==> config.mk <==
export PLATFORM = sky130hd
export DESIGN_NAME = datapathCore
export DESIGN_NICKNAME = d
export VERILOG_FILES = /design/src/verilog/aluPkg.sv /design/src/verilog/aluNibble.sv /design/src/verilog/operandSelect.sv /design/src/verilog/resultStage.sv /design/src/verilog/datapathCore.sv
export SDC_FILE = /design/constraint.sdc
export NUM_CORES = 1
export LEC_CHECK = 0
export BUFFER_PORTS_ARGS = -buffer_cell sky130_fd_sc_hd__buf_4
export CAP_MARGIN = 30
export CORE_MARGIN = 2
export CORE_UTILIZATION = 35
export DETAILED_ROUTE_END_ITERATION = 16
export SLEW_MARGIN = 25
export SYNTH_ARGS = -nofsm -noshare
export SYNTH_HDL_FRONTEND = slang
export SYNTH_SLANG_ARGS = --single-unit
export TNS_END_PERCENT = 100
==> constraint.sdc <==
create_clock -name phi2 -period 3.5 [get_ports phi2]
set_input_delay 0.7 -clock phi2 [delete_from_list [all_inputs] [get_ports phi2]]
set_output_delay 0.7 -clock phi2 [all_outputs]
set_load 0.02 [all_outputs]
==> src/verilog/aluPkg.sv <==
package aluPkg;

    // datapath widths
    localparam int dataWidth   = 8;
    localparam int nibbleWidth = 4;
    localparam int numNibbles  = dataWidth / nibbleWidth;

    // alu function, subtract is opAdd with inverted data
    typedef enum logic [2:0] {
        opAdd,
        opAnd,
        opEor,
        opOr,
        opShr
    } aluOp_e;

    // register select, regNone reads zero and never writes
    typedef enum logic [1:0] {
        regAc,
        regX,
        regY,
        regNone
    } regSel_e;

    // b operand comes straight off the data byte or inverted
    typedef enum logic {
        bData,
        bDataInv
    } bSrc_e;

    // carry into the low slice
    typedef enum logic [1:0] {
        carryZero,
        carryOne,
        carryFlag
    } carrySrc_e;

    // micro-operation as issued by the sequencer
    typedef struct packed {
        aluOp_e    aluOp;
        regSel_e   srcA;
        bSrc_e     srcB;
        carrySrc_e carrySrc;
        regSel_e   dest;
        logic      decimal;
        logic      setFlags;
    } microOp_t;

    // operands and control after the selector
    typedef struct packed {
        logic                 valid;
        aluOp_e               aluOp;
        logic [dataWidth-1:0] operandA;
        logic [dataWidth-1:0] operandB;
        logic                 carryIn;
        regSel_e              dest;
        logic                 decimal;
        logic                 subtract;
        logic                 setFlags;
    } stageOp_t;

    // one slice worth of alu output
    typedef struct packed {
        logic [nibbleWidth-1:0] result;
        logic                   carryOut;
        logic                   shiftOut;
    } sliceOut_t;

    // arithmetic flags only
    typedef struct packed {
        logic n;
        logic v;
        logic z;
        logic c;
    } statusFlags_t;

    // register write from the result stage
    typedef struct packed {
        logic                 valid;
        regSel_e              dest;
        logic [dataWidth-1:0] value;
    } writeback_t;

endpackage

==> src/verilog/aluNibble.sv <==
`timescale 1ns/1ps

module aluNibble import aluPkg::*; (
    input  aluOp_e                 aluOp,
    input  logic [nibbleWidth-1:0] a,
    input  logic [nibbleWidth-1:0] b,
    input  logic                   carryIn,
    input  logic                   shiftIn,
    output sliceOut_t              out
);

    // sum with carry out on top
    logic [nibbleWidth:0] sum;

    assign sum = {1'b0, a} + {1'b0, b} + {{nibbleWidth{1'b0}}, carryIn};

    always_comb begin
        out.carryOut = 1'b0;
        // low bit always leaves toward the slice below
        out.shiftOut = b[0];
        case (aluOp)
            opAdd: begin
                out.result   = sum[nibbleWidth-1:0];
                out.carryOut = sum[nibbleWidth];
            end
            opAnd: begin
                out.result = a & b;
            end
            opEor: begin
                out.result = a ^ b;
            end
            opOr: begin
                out.result = a | b;
            end
            opShr: begin
                // shift acts on the b side, as in the original datapath
                out.result = {shiftIn, b[nibbleWidth-1:1]};
            end
            default: begin
                out.result = '0;
            end
        endcase
    end

endmodule

==> src/verilog/operandSelect.sv <==
`timescale 1ns/1ps

module operandSelect import aluPkg::*; (
    input  logic                 phi2,
    input  logic                 rstAll,
    input  logic                 opValid,
    input  microOp_t             op,
    input  logic [dataWidth-1:0] dataIn,
    input  writeback_t           wb,
    input  statusFlags_t         status,
    output stageOp_t             stage
);

    // architectural registers
    logic [dataWidth-1:0] acReg;
    logic [dataWidth-1:0] xReg;
    logic [dataWidth-1:0] yReg;

    // next-stage operands
    logic [dataWidth-1:0] aSel;
    logic [dataWidth-1:0] bSel;
    logic                 cSel;

    // a side, stands in for the SB bus
    always_comb begin
        case (op.srcA)
            regAc:   aSel = acReg;
            regX:    aSel = xReg;
            regY:    aSel = yReg;
            default: aSel = '0;
        endcase
    end

    // b side, inverted data gives subtract
    assign bSel = (op.srcB == bDataInv) ? ~dataIn : dataIn;

    always_comb begin
        case (op.carrySrc)
            carryOne:  cSel = 1'b1;
            // flag as it stands before this edge
            carryFlag: cSel = status.c;
            default:   cSel = 1'b0;
        endcase
    end

    // register file write, no bypass to the read side
    always_ff @(posedge phi2) begin
        if (rstAll) begin
            acReg <= '0;
            xReg  <= '0;
            yReg  <= '0;
        end else if (wb.valid) begin
            case (wb.dest)
                regAc:   acReg <= wb.value;
                regX:    xReg  <= wb.value;
                regY:    yReg  <= wb.value;
                default: ;
            endcase
        end
    end

    // stage one latch
    always_ff @(posedge phi2) begin
        if (rstAll) begin
            stage <= '0;
        end else begin
            stage.valid    <= opValid;
            stage.aluOp    <= op.aluOp;
            stage.operandA <= aSel;
            stage.operandB <= bSel;
            stage.carryIn  <= cSel;
            stage.dest     <= op.dest;
            stage.decimal  <= op.decimal;
            stage.subtract <= (op.srcB == bDataInv);
            stage.setFlags <= op.setFlags;
        end
    end

    // issued op must carry a legal alu function
    assert property (@(posedge phi2) disable iff (rstAll)
        opValid |-> (op.aluOp inside {opAdd, opAnd, opEor, opOr, opShr}))
        else $error("operandSelect: bad aluOp issued");

endmodule

==> src/verilog/resultStage.sv <==
`timescale 1ns/1ps

module resultStage import aluPkg::*; (
    input  logic                              phi2,
    input  logic                              rstAll,
    input  stageOp_t                          stage,
    input  sliceOut_t [numNibbles-1:0]        slices,
    output writeback_t                        wb,
    output statusFlags_t                      status
);

    logic [dataWidth-1:0] aluByte;
    logic                 aluAcr;
    logic                 aluAvr;

    // adder hold register and latched op fields
    logic                 holdValid;
    logic [dataWidth-1:0] holdByte;
    logic                 holdAcr;
    logic                 holdHc;
    logic                 holdAvr;
    aluOp_e               holdAluOp;
    regSel_e              holdDest;
    logic                 holdDecimal;
    logic                 holdSubtract;
    logic                 holdSetFlags;

    // after decimal adjust
    logic [dataWidth-1:0] adjByte;
    logic                 cFinal;

    // writeback register
    logic                 wbValid;
    regSel_e              wbDest;
    logic [dataWidth-1:0] wbValue;

    // gather the slices back into a byte
    always_comb begin
        for (int k = 0; k < numNibbles; k++) begin
            aluByte[k*nibbleWidth +: nibbleWidth] = slices[k].result;
        end
    end

    // carry out of the top for add, bit 0 for the shift
    assign aluAcr = (stage.aluOp == opAdd) ? slices[numNibbles-1].carryOut :
                    (stage.aluOp == opShr) ? slices[0].shiftOut : 1'b0;

    // signed overflow on add only
    assign aluAvr = (stage.aluOp == opAdd) &&
                    (stage.operandA[dataWidth-1] == stage.operandB[dataWidth-1]) &&
                    (aluByte[dataWidth-1] != stage.operandA[dataWidth-1]);

    always_ff @(posedge phi2) begin
        if (rstAll) begin
            holdValid <= 1'b0;
        end else begin
            holdValid <= stage.valid;
        end
    end

    always_ff @(posedge phi2) begin
        holdByte     <= aluByte;
        holdAcr      <= aluAcr;
        // low slice carry is the half carry
        holdHc       <= slices[0].carryOut;
        holdAvr      <= aluAvr;
        holdAluOp    <= stage.aluOp;
        holdDest     <= stage.dest;
        holdDecimal  <= stage.decimal;
        holdSubtract <= stage.subtract;
        holdSetFlags <= stage.setFlags;
    end

    // bcd correction off the held binary result
    always_comb begin
        adjByte = holdByte;
        cFinal  = holdAcr;
        if (holdDecimal && !holdSubtract) begin
            if (holdByte[3:0] > 4'd9 || holdHc) begin
                adjByte = adjByte + 8'h06;
            end
            // decimal carry out of the high digit
            if (holdAcr || holdByte > 8'h99) begin
                adjByte = adjByte + 8'h60;
                cFinal  = 1'b1;
            end
        end else if (holdDecimal && holdSubtract) begin
            // borrow out of a digit shows as a clear carry
            if (!holdHc) begin
                adjByte = adjByte - 8'h06;
            end
            if (!holdAcr) begin
                adjByte = adjByte - 8'h60;
            end
        end
    end

    always_ff @(posedge phi2) begin
        if (rstAll) begin
            wbValid <= 1'b0;
        end else begin
            wbValid <= holdValid;
        end
    end

    always_ff @(posedge phi2) begin
        wbDest  <= holdDest;
        wbValue <= adjByte;
    end

    assign wb = '{valid: wbValid, dest: wbDest, value: wbValue};

    // n and z always, c and v depend on the function
    always_ff @(posedge phi2) begin
        if (rstAll) begin
            status <= '0;
        end else if (holdValid && holdSetFlags) begin
            status.n <= adjByte[dataWidth-1];
            status.z <= (adjByte == '0);
            case (holdAluOp)
                opAdd: begin
                    status.c <= cFinal;
                    status.v <= holdAvr;
                end
                opShr: begin
                    status.c <= holdAcr;
                end
                // logic ops keep c and v
                default: ;
            endcase
        end
    end

    // decimal mode from the selector only ever pairs with add
    assert property (@(posedge phi2) disable iff (rstAll)
        stage.valid && stage.decimal |-> stage.aluOp == opAdd)
        else $error("resultStage: decimal with non-add op");

endmodule

==> src/verilog/datapathCore.sv <==
`timescale 1ns/1ps

module datapathCore import aluPkg::*; (
    input  logic                 phi2,
    input  logic                 rstAll,
    input  logic                 opValid,
    input  microOp_t             op,
    input  logic [dataWidth-1:0] dataIn,
    output writeback_t           wbOut,
    output statusFlags_t         status
);

    stageOp_t                   stage;
    sliceOut_t [numNibbles-1:0] slices;

    // carry runs upward, shift bits run downward
    logic [numNibbles:0] carryChain;
    logic [numNibbles:0] shiftChain;

    operandSelect i_operandSelect (
        .phi2    (phi2),
        .rstAll  (rstAll),
        .opValid (opValid),
        .op      (op),
        .dataIn  (dataIn),
        .wb      (wbOut),
        .status  (status),
        .stage   (stage)
    );

    assign carryChain[0]          = stage.carryIn;
    // carry in also lands in bit 7 on the shift
    assign shiftChain[numNibbles] = stage.carryIn;

    for (genvar k = 0; k < numNibbles; k++) begin : g_slice
        aluNibble i_aluNibble (
            .aluOp   (stage.aluOp),
            .a       (stage.operandA[k*nibbleWidth +: nibbleWidth]),
            .b       (stage.operandB[k*nibbleWidth +: nibbleWidth]),
            .carryIn (carryChain[k]),
            .shiftIn (shiftChain[k+1]),
            .out     (slices[k])
        );
        assign carryChain[k+1] = slices[k].carryOut;
        assign shiftChain[k]   = slices[k].shiftOut;
    end

    resultStage i_resultStage (
        .phi2   (phi2),
        .rstAll (rstAll),
        .stage  (stage),
        .slices (slices),
        .wb     (wbOut),
        .status (status)
    );

endmodule

==> qor.yml, run 1 <==
cts_resized: 0
hold_buffers: 0
ys_ff_latch: 85
synth_cell_types: 54
drt-initial-drc-count: 118
synth_fp_nets: 490
async_reset_ff_share_pct: 0
synthTopCellsByCount: "dfxtp_1, nor2_1, mux2i_1, inv_1, a21oi_1"
n_fill_cell: 1124
synth_area_per_cell_um2: 9.14
total_power_mw: 2.32
syn-instance-count: 441
required_ps: 3730
pin_count: 38
layout_min_cycle_time_ps: 3070
first_global_vias: 3063
cp.arrival_ps: 3290
crit_end: "i_resultStage.holdAvr"
maxSlewViolCount: 0
postCtsSetupBuffers: 0
synth_area_um2: 4030
die_area_um2: 12400
ir_drop_mv: 0.225
dr.pass1.iters: 4
num_rows: 39
cts_tree: "yes"
hp-class: "reg2reg"
start_util_pct: 35.6
dp_hpwl_um: 6160
worst_pin_slew_ps: 679
synth_area_leaders: "dfxtp_1, mux2i_1, ha_1"
worstSetupPathType: "reg2reg"
ys_seq_area_share_pct: 42.2
antenna_cells: 0
critPathMaxFanout: 2
drc: 0
grt_usage_pct: 14.7
r2r_cells: 14
crit_start: "i_operandSelect.stage[5]"
endpoint_kind: "flop"
fmax_mhz: 326
p_per_area_nw_per_um2: 494
regArea_um2: 1700
fin_tns_setup_ps: 0
reg2reg_from: "i_operandSelect.stage[5]"
rsz0062_at_grt: "false"
multi_input_area_um2: 2100
start_kind: "flop"
final_area_um2: 4690
drive_gt1_share_pct: 13.9
postPlaceCellArea_um2: 4400
detail_route.wl_per_cell_um: 13.9
yosysWarnings: 0
yosysMostFrequentCell: "dfxtp_1"
clock_sinks: 85
setup_viol_count_final: 0
grt_max_degree: 58
fin_nets: 513
max_cap_viol_count: 0
period_share_pct: 87.6
die_w_um: 111
grt-ovfl-total: 0
syn2layout_area_growth_pct: 16.4
gp_congestion: 0.839
numCtsBuffers: 9
fin_skew_ps: 5.17
synth_ff_type: "dfxtp_1"
synth_top_area_cell: "dfxtp_1"
finalCoreUtilization_pct: 41.4
die_h_um: 111
clockBufferDepth: 2
maxSlewHeadroom_pct: 54.3
port_buffers: 37
clk_latency_ps: 330
synth_top_area_share_pct: 42.2
vias: 2946
path_clk_slew_ps: 60
ant_nets: 0
leakage_nw: 2.04
rr_endpoint: "i_resultStage.holdAvr"
vias_per_cell: 4.82
antenna_found_initial: 0
core_um2: 11300
r2r_slack_ps: 430
grt_pass1_wl_um: 14900
outcome: "complete, no violations"
finalHoldViolCount: 0
wl_um: 8500
clockRootBuffer: "clkbuf_16"
synth_enable_flop_cells: 0
cts_max_level: 3
## through the flow
step           cells  setup WS [ps]  hold slack (ps)
6_report         611            432              328
5_1_grt          611            184              346
4_1_cts          611            459              327
3_5_place_dp     596            495              312
3_3_place_gp     596            584              310
2_1_floorplan    441            739              310
## cells in the final DEF, fill, tap and decap left out, types with 2 or more instances in the layout
cell type	netlist	layout
o31ai_1	2	2
nor4_1	2	2
mux2i_1	38	38
o211ai_1	4	4
nand2_1	21	21
o22ai_1	4	4
a21o_1	4	4
or3_1	3	3
nor3b_1	2	2
a21oi_1	26	26
xnor2_1	17	17
and3_1	2	2
nand2b_1	5	5
fa_1	4	4
nor2b_1	14	14
o221ai_1	2	2
a211oi_1	2	2
inv_1	27	27
dfxtp_1	85	85
o22a_1	2	2
nand3b_1	5	5
ha_1	22	22
nor3_1	7	7
o21ai_0	12	12
mux2_2	4	4
or4_1	2	2
clkbuf_16	0	9
nor2_1	64	64
buf_4	1	41
nand3_1	7	7
xor2_1	3	3
inv_6	0	3
## final cells by class
| cell class | count | share of cell area, % |
|---|---|---|
| Inverter | 28 | 2.24 |
| Timing Repair Buffer | 41 | 6.56 |
| Multi-Input combinational cell | 299 | 44.8 |
| Sequential cell | 85 | 36.3 |
| Clock inverter | 6 | 1.47 |
| Clock buffer | 9 | 4.80 |
| Tap cell | 143 | 3.82 |
## worst max-delay path, cell delays in order (launching register included)
cell	delay (ps)
dfxtp_1	330
fa_1	450
inv_1	80
fa_1	190
inv_1	50
a21o_1	150
a21oi_1	140
nor4_1	90
fa_1	460
a21o_1	180
a21oi_1	180
xnor2_1	140
a21oi_1	110
xnor2_1	150
nor4b_1	260
## flip-flops by register name (all words and copies together), names as in the netlist, 2 cells and up
signal and count:
i_operandSelect.acReg 8, i_operandSelect.stage 26, i_operandSelect.xReg 8, i_operandSelect.yReg 8, i_resultStage.holdAluOp 3, i_resultStage.holdByte 8, i_resultStage.holdDest 2, i_resultStage.status 4
i_resultStage.wbDest 2, i_resultStage.wbValue 8
## worst min path at each step
stage | slack [ps] | to | cells past startpoint | startpoint
floorplan | 310 | i_resultStage.holdDecimal | 0 | i_operandSelect.stage[2]
global placement | 310 | i_resultStage.wbDest[1] | 0 | i_resultStage.holdDest[1]
detailed placement | 310 | i_resultStage.holdDecimal | 0 | i_operandSelect.stage[2]
CTS | 330 | i_resultStage.holdDecimal | 0 | i_operandSelect.stage[2]
global route | 350 | i_resultStage.wbDest[0] | 0 | i_resultStage.holdDest[0]
finish | 330 | i_resultStage.holdSubtract | 0 | i_operandSelect.stage[1]
## power breakdown
group          switching, mW  total [mW]  internal, mW
sequential            0.0677        1.08          1.02
clock                  0.385       0.940         0.555
combinational          0.153       0.294         0.141
total                  0.606        2.32          1.71
## cells by family after synthesis
kind of cell | synth area share (%)
buffers and inverters | 5.62
and+or+nand+nor | 16.5
adders and majority gates | 8.82
DFF | 42.2
xor gates and xnor gates | 4.91
AOI/OAI and AO/OA | 11.4
muxes | 10.6
## per-layer routing
layer | wire, um | GRT usage, % | share of wire [%]
met4 | 57 | 3.70 | 0.67
met2 | 4120 | 24.6 | 48
met3 | 229 | 3.06 | 2.7
met1 | 4090 | 19.5 | 48
met5 | 0 | 0 | 0
Power figures use the tool's default switching activity.
==> inputs of run 2 (changes only) <==
--- a/config.mk
+++ b/config.mk
@@ -5,6 +5,7 @@
 export SDC_FILE = /design/constraint.sdc
 export NUM_CORES = 1
 export LEC_CHECK = 0
+export ABC_AREA = 1
 export BUFFER_PORTS_ARGS = -buffer_cell sky130_fd_sc_hd__buf_4
 export CAP_MARGIN = 30
 export CORE_MARGIN = 2
==> run 2 against run 1 <==
Register-to-register slack improved by 310 ps. Combinational power rose by 3%. Global-route usage is 0.77 points higher. Count of clock-buffer cells in the layout unchanged. Die area rose by 0.48%. Non-clock buffer count decreased by 2. Final cell count increased by 20%. First-iteration DRC count is 48% higher.
==> qor.yml, run 2 <==
dr.pass1.iters: 4
vias: 3485
synthTopCellsByCount: "nand2_1, nor2_1, dfxtp_1, inv_1, o21ai_0"
vias_per_cell: 4.75
crit_path_top_delay_cell: "fa_1"
async_reset_ff_share_pct: 0
setup_viol_count_final: 0
path_clk_slew_ps: 60
die_area_um2: 12400
p_per_area_nw_per_um2: 488
maxSlewHeadroom_pct: 42.1
cts_tree: "yes"
drc: 0
outcome: "complete, no violations"
placedCellCount: 718
n_fill_cell: 1162
cp_common_cell: "fa_1"
synth_cell_types: 36
syn-instance-count: 544
num_rows: 39
yosysWarnings: 0
synth_area_leaders: "dfxtp_1, nand2_1, nor2_1"
critPathMaxFanout: 2
fin_skew_ps: 10.0
worst_pin_slew_ps: 867
path_buf_inv: 1
synth_area_per_cell_um2: 7.45
detail_route.wl_per_cell_um: 12.8
clockBufferDepth: 2
postPlaceCellArea_um2: 4480
largest_reg_flops: 26
antenna_cells: 0
ir_drop_mv: 0.226
final_area_um2: 4790
ys_ff_latch: 85
drt-initial-drc-count: 175
holdWs_ps: 326
rsz0062_at_grt: "false"
max_cap_viol_count: 0
required_ps: 3710
clockRootBuffer: "clkbuf_16"
synth_enable_flop_cells: 0
final_cell_mix: "nand2_1, nor2_1, inv_1, dfxtp_1"
grt_pass1_wl_um: 15500
fin_cells: 734
ys_seq_area_share_pct: 42.0
regMostFlops: "i_operandSelect.stage"
start_util_pct: 35.6
cts_max_level: 3
fmax_mhz: 362
synth_ff_type: "dfxtp_1"
synth_area_um2: 4050
endpoint_kind: "flop"
mostFrequentLayoutCell: "nand2_1"
layout_min_cycle_time_ps: 2760
clk_latency_ps: 340
cp.arrival_ps: 2970
pin_count: 38
hp-class: "reg2reg"
grt_usage_pct: 15.5
wl_um: 9380
postCtsSetupBuffers: 0
first_global_vias: 3270
antenna_found_initial: 1
dp_hpwl_um: 7070
core_um2: 11400
syn2layout_area_growth_pct: 18.2
fin_tns_setup_ps: 0
drive_gt1_share_pct: 14.2
synth_top_area_cell: "dfxtp_1"
synth_fp_nets: 593
fin_nets: 635
cts_resized: 0
min_from: "i_operandSelect.stage[2]"
worstSetupPathType: "reg2reg"
worst_path_dominant_cell_family: "adder cells"
ant_nets: 0
yosysMostFrequentCell: "nand2_1"
grt-ovfl-total: 0
die_w_um: 112
gp_congestion: 0.891
leakage_nw: 2.34
period_share_pct: 78.9
path_cells: "fa_1, inv_1, fa_1, o21bai_1, a21oi_1, nor2_1, fa_1, fa_1, a21oi_1, nor2_1, o21ai_0, o21ai_0"
max_stage_delay_ps: 440
grt_max_degree: 35
finalHoldViolCount: 0
hold_buffers: 0
clock_sinks: 85
numCtsBuffers: 9
crit_start: "i_operandSelect.stage[5]"
synth_top_area_share_pct: 42.0
start_kind: "flop"
reg2reg_from: "i_operandSelect.stage[5]"
port_buffers: 37
die_h_um: 112
maxSlewViolCount: 0
[run 2: changes by cell type in the layout (fill, tap and decap cells not counted), moves of 8 or more]
cell     previous run  this run
a21oi_1            26        10
inv_1              27        85
mux2i_1            38         0
nand2_1            21        99
nand3_1             7        30
nor2_1             64        94
nor2b_1            14         0
o21ai_0            12        39
xnor2_1            17         9
[run 2: power breakdown]
part / leakage, nW / internal [mW] / switching (mW)
logic: 1.49 / 0.119 / 0.185
registers: 0.697 / 1.02 / 0.0531
clock network: 0.152 / 0.564 / 0.398
total: 2.34 / 1.70 / 0.636
[run 2: final timing paths]
check / endpoint / slack (ps) / depth (start not counted)
setup reg to reg: i_resultStage.holdAcr / 740 / 12
setup / recovery: i_resultStage.holdAcr / 740 / 12
hold / removal: i_resultStage.holdDecimal / 330 / 0
hold reg to reg: i_resultStage.holdDecimal / 330 / 0
[run 2: cell type report]
type                       count  area, um^2  share of cell area (%)
clock buffer                   9         225                    4.70
timing repair buffer          39         293                    6.12
multi-input combinational    362        1970                    41.2
tap                          143         179                    3.74
sequential                    85        1700                    35.5
inverter                      89         334                    6.98
clock inverter                 7        81.3                    1.70
[run 2: worst register-to-register path, stage by stage (launching register included)]
cell      delay (ps)
dfxtp_1          330
fa_1             440
inv_1             80
fa_1             200
o21bai_1          80
a21oi_1          130
nor2_1            90
fa_1             440
fa_1             420
a21oi_1          160
nor2_1            50
o21ai_0          120
o21ai_0          100
[run 2: per-layer routing]
layer	vias to the layer above	GRT usage [%]	share of wire, %
met2	90	25.9	47
met4	2	6.34	1.9
li1	1790	-	-
met3	13	3.05	4.8
met5	-	0	0.14
met1	1590	19.7	46
[run 2: per-stage QoR]
step | setup WS (ps) | power (mW) | utilization, %
2_1_floorplan | 956 | 1.29 | -
3_3_place_gp | 818 | 1.39 | 39.4
3_5_place_dp | 766 | 1.40 | 39.4
4_1_cts | 738 | 2.36 | 42.1
5_1_grt | 547 | 2.45 | 42.1
6_report | 740 | 2.34 | 42.1
[run 2: cell families (layout without fill, tap and decap cells)]
family | count (synthesis) | in the layout | share of synthesized area, %
and+or+nand+nor | 253 | 253 | 27.1
buffers and inverters | 97 | 144 | 9.27
DFF | 85 | 85 | 42.0
AOI/OAI and AO/OA | 72 | 72 | 10.4
adders and majority gates | 26 | 26 | 8.77
xor gates and xnor gates | 11 | 11 | 2.38
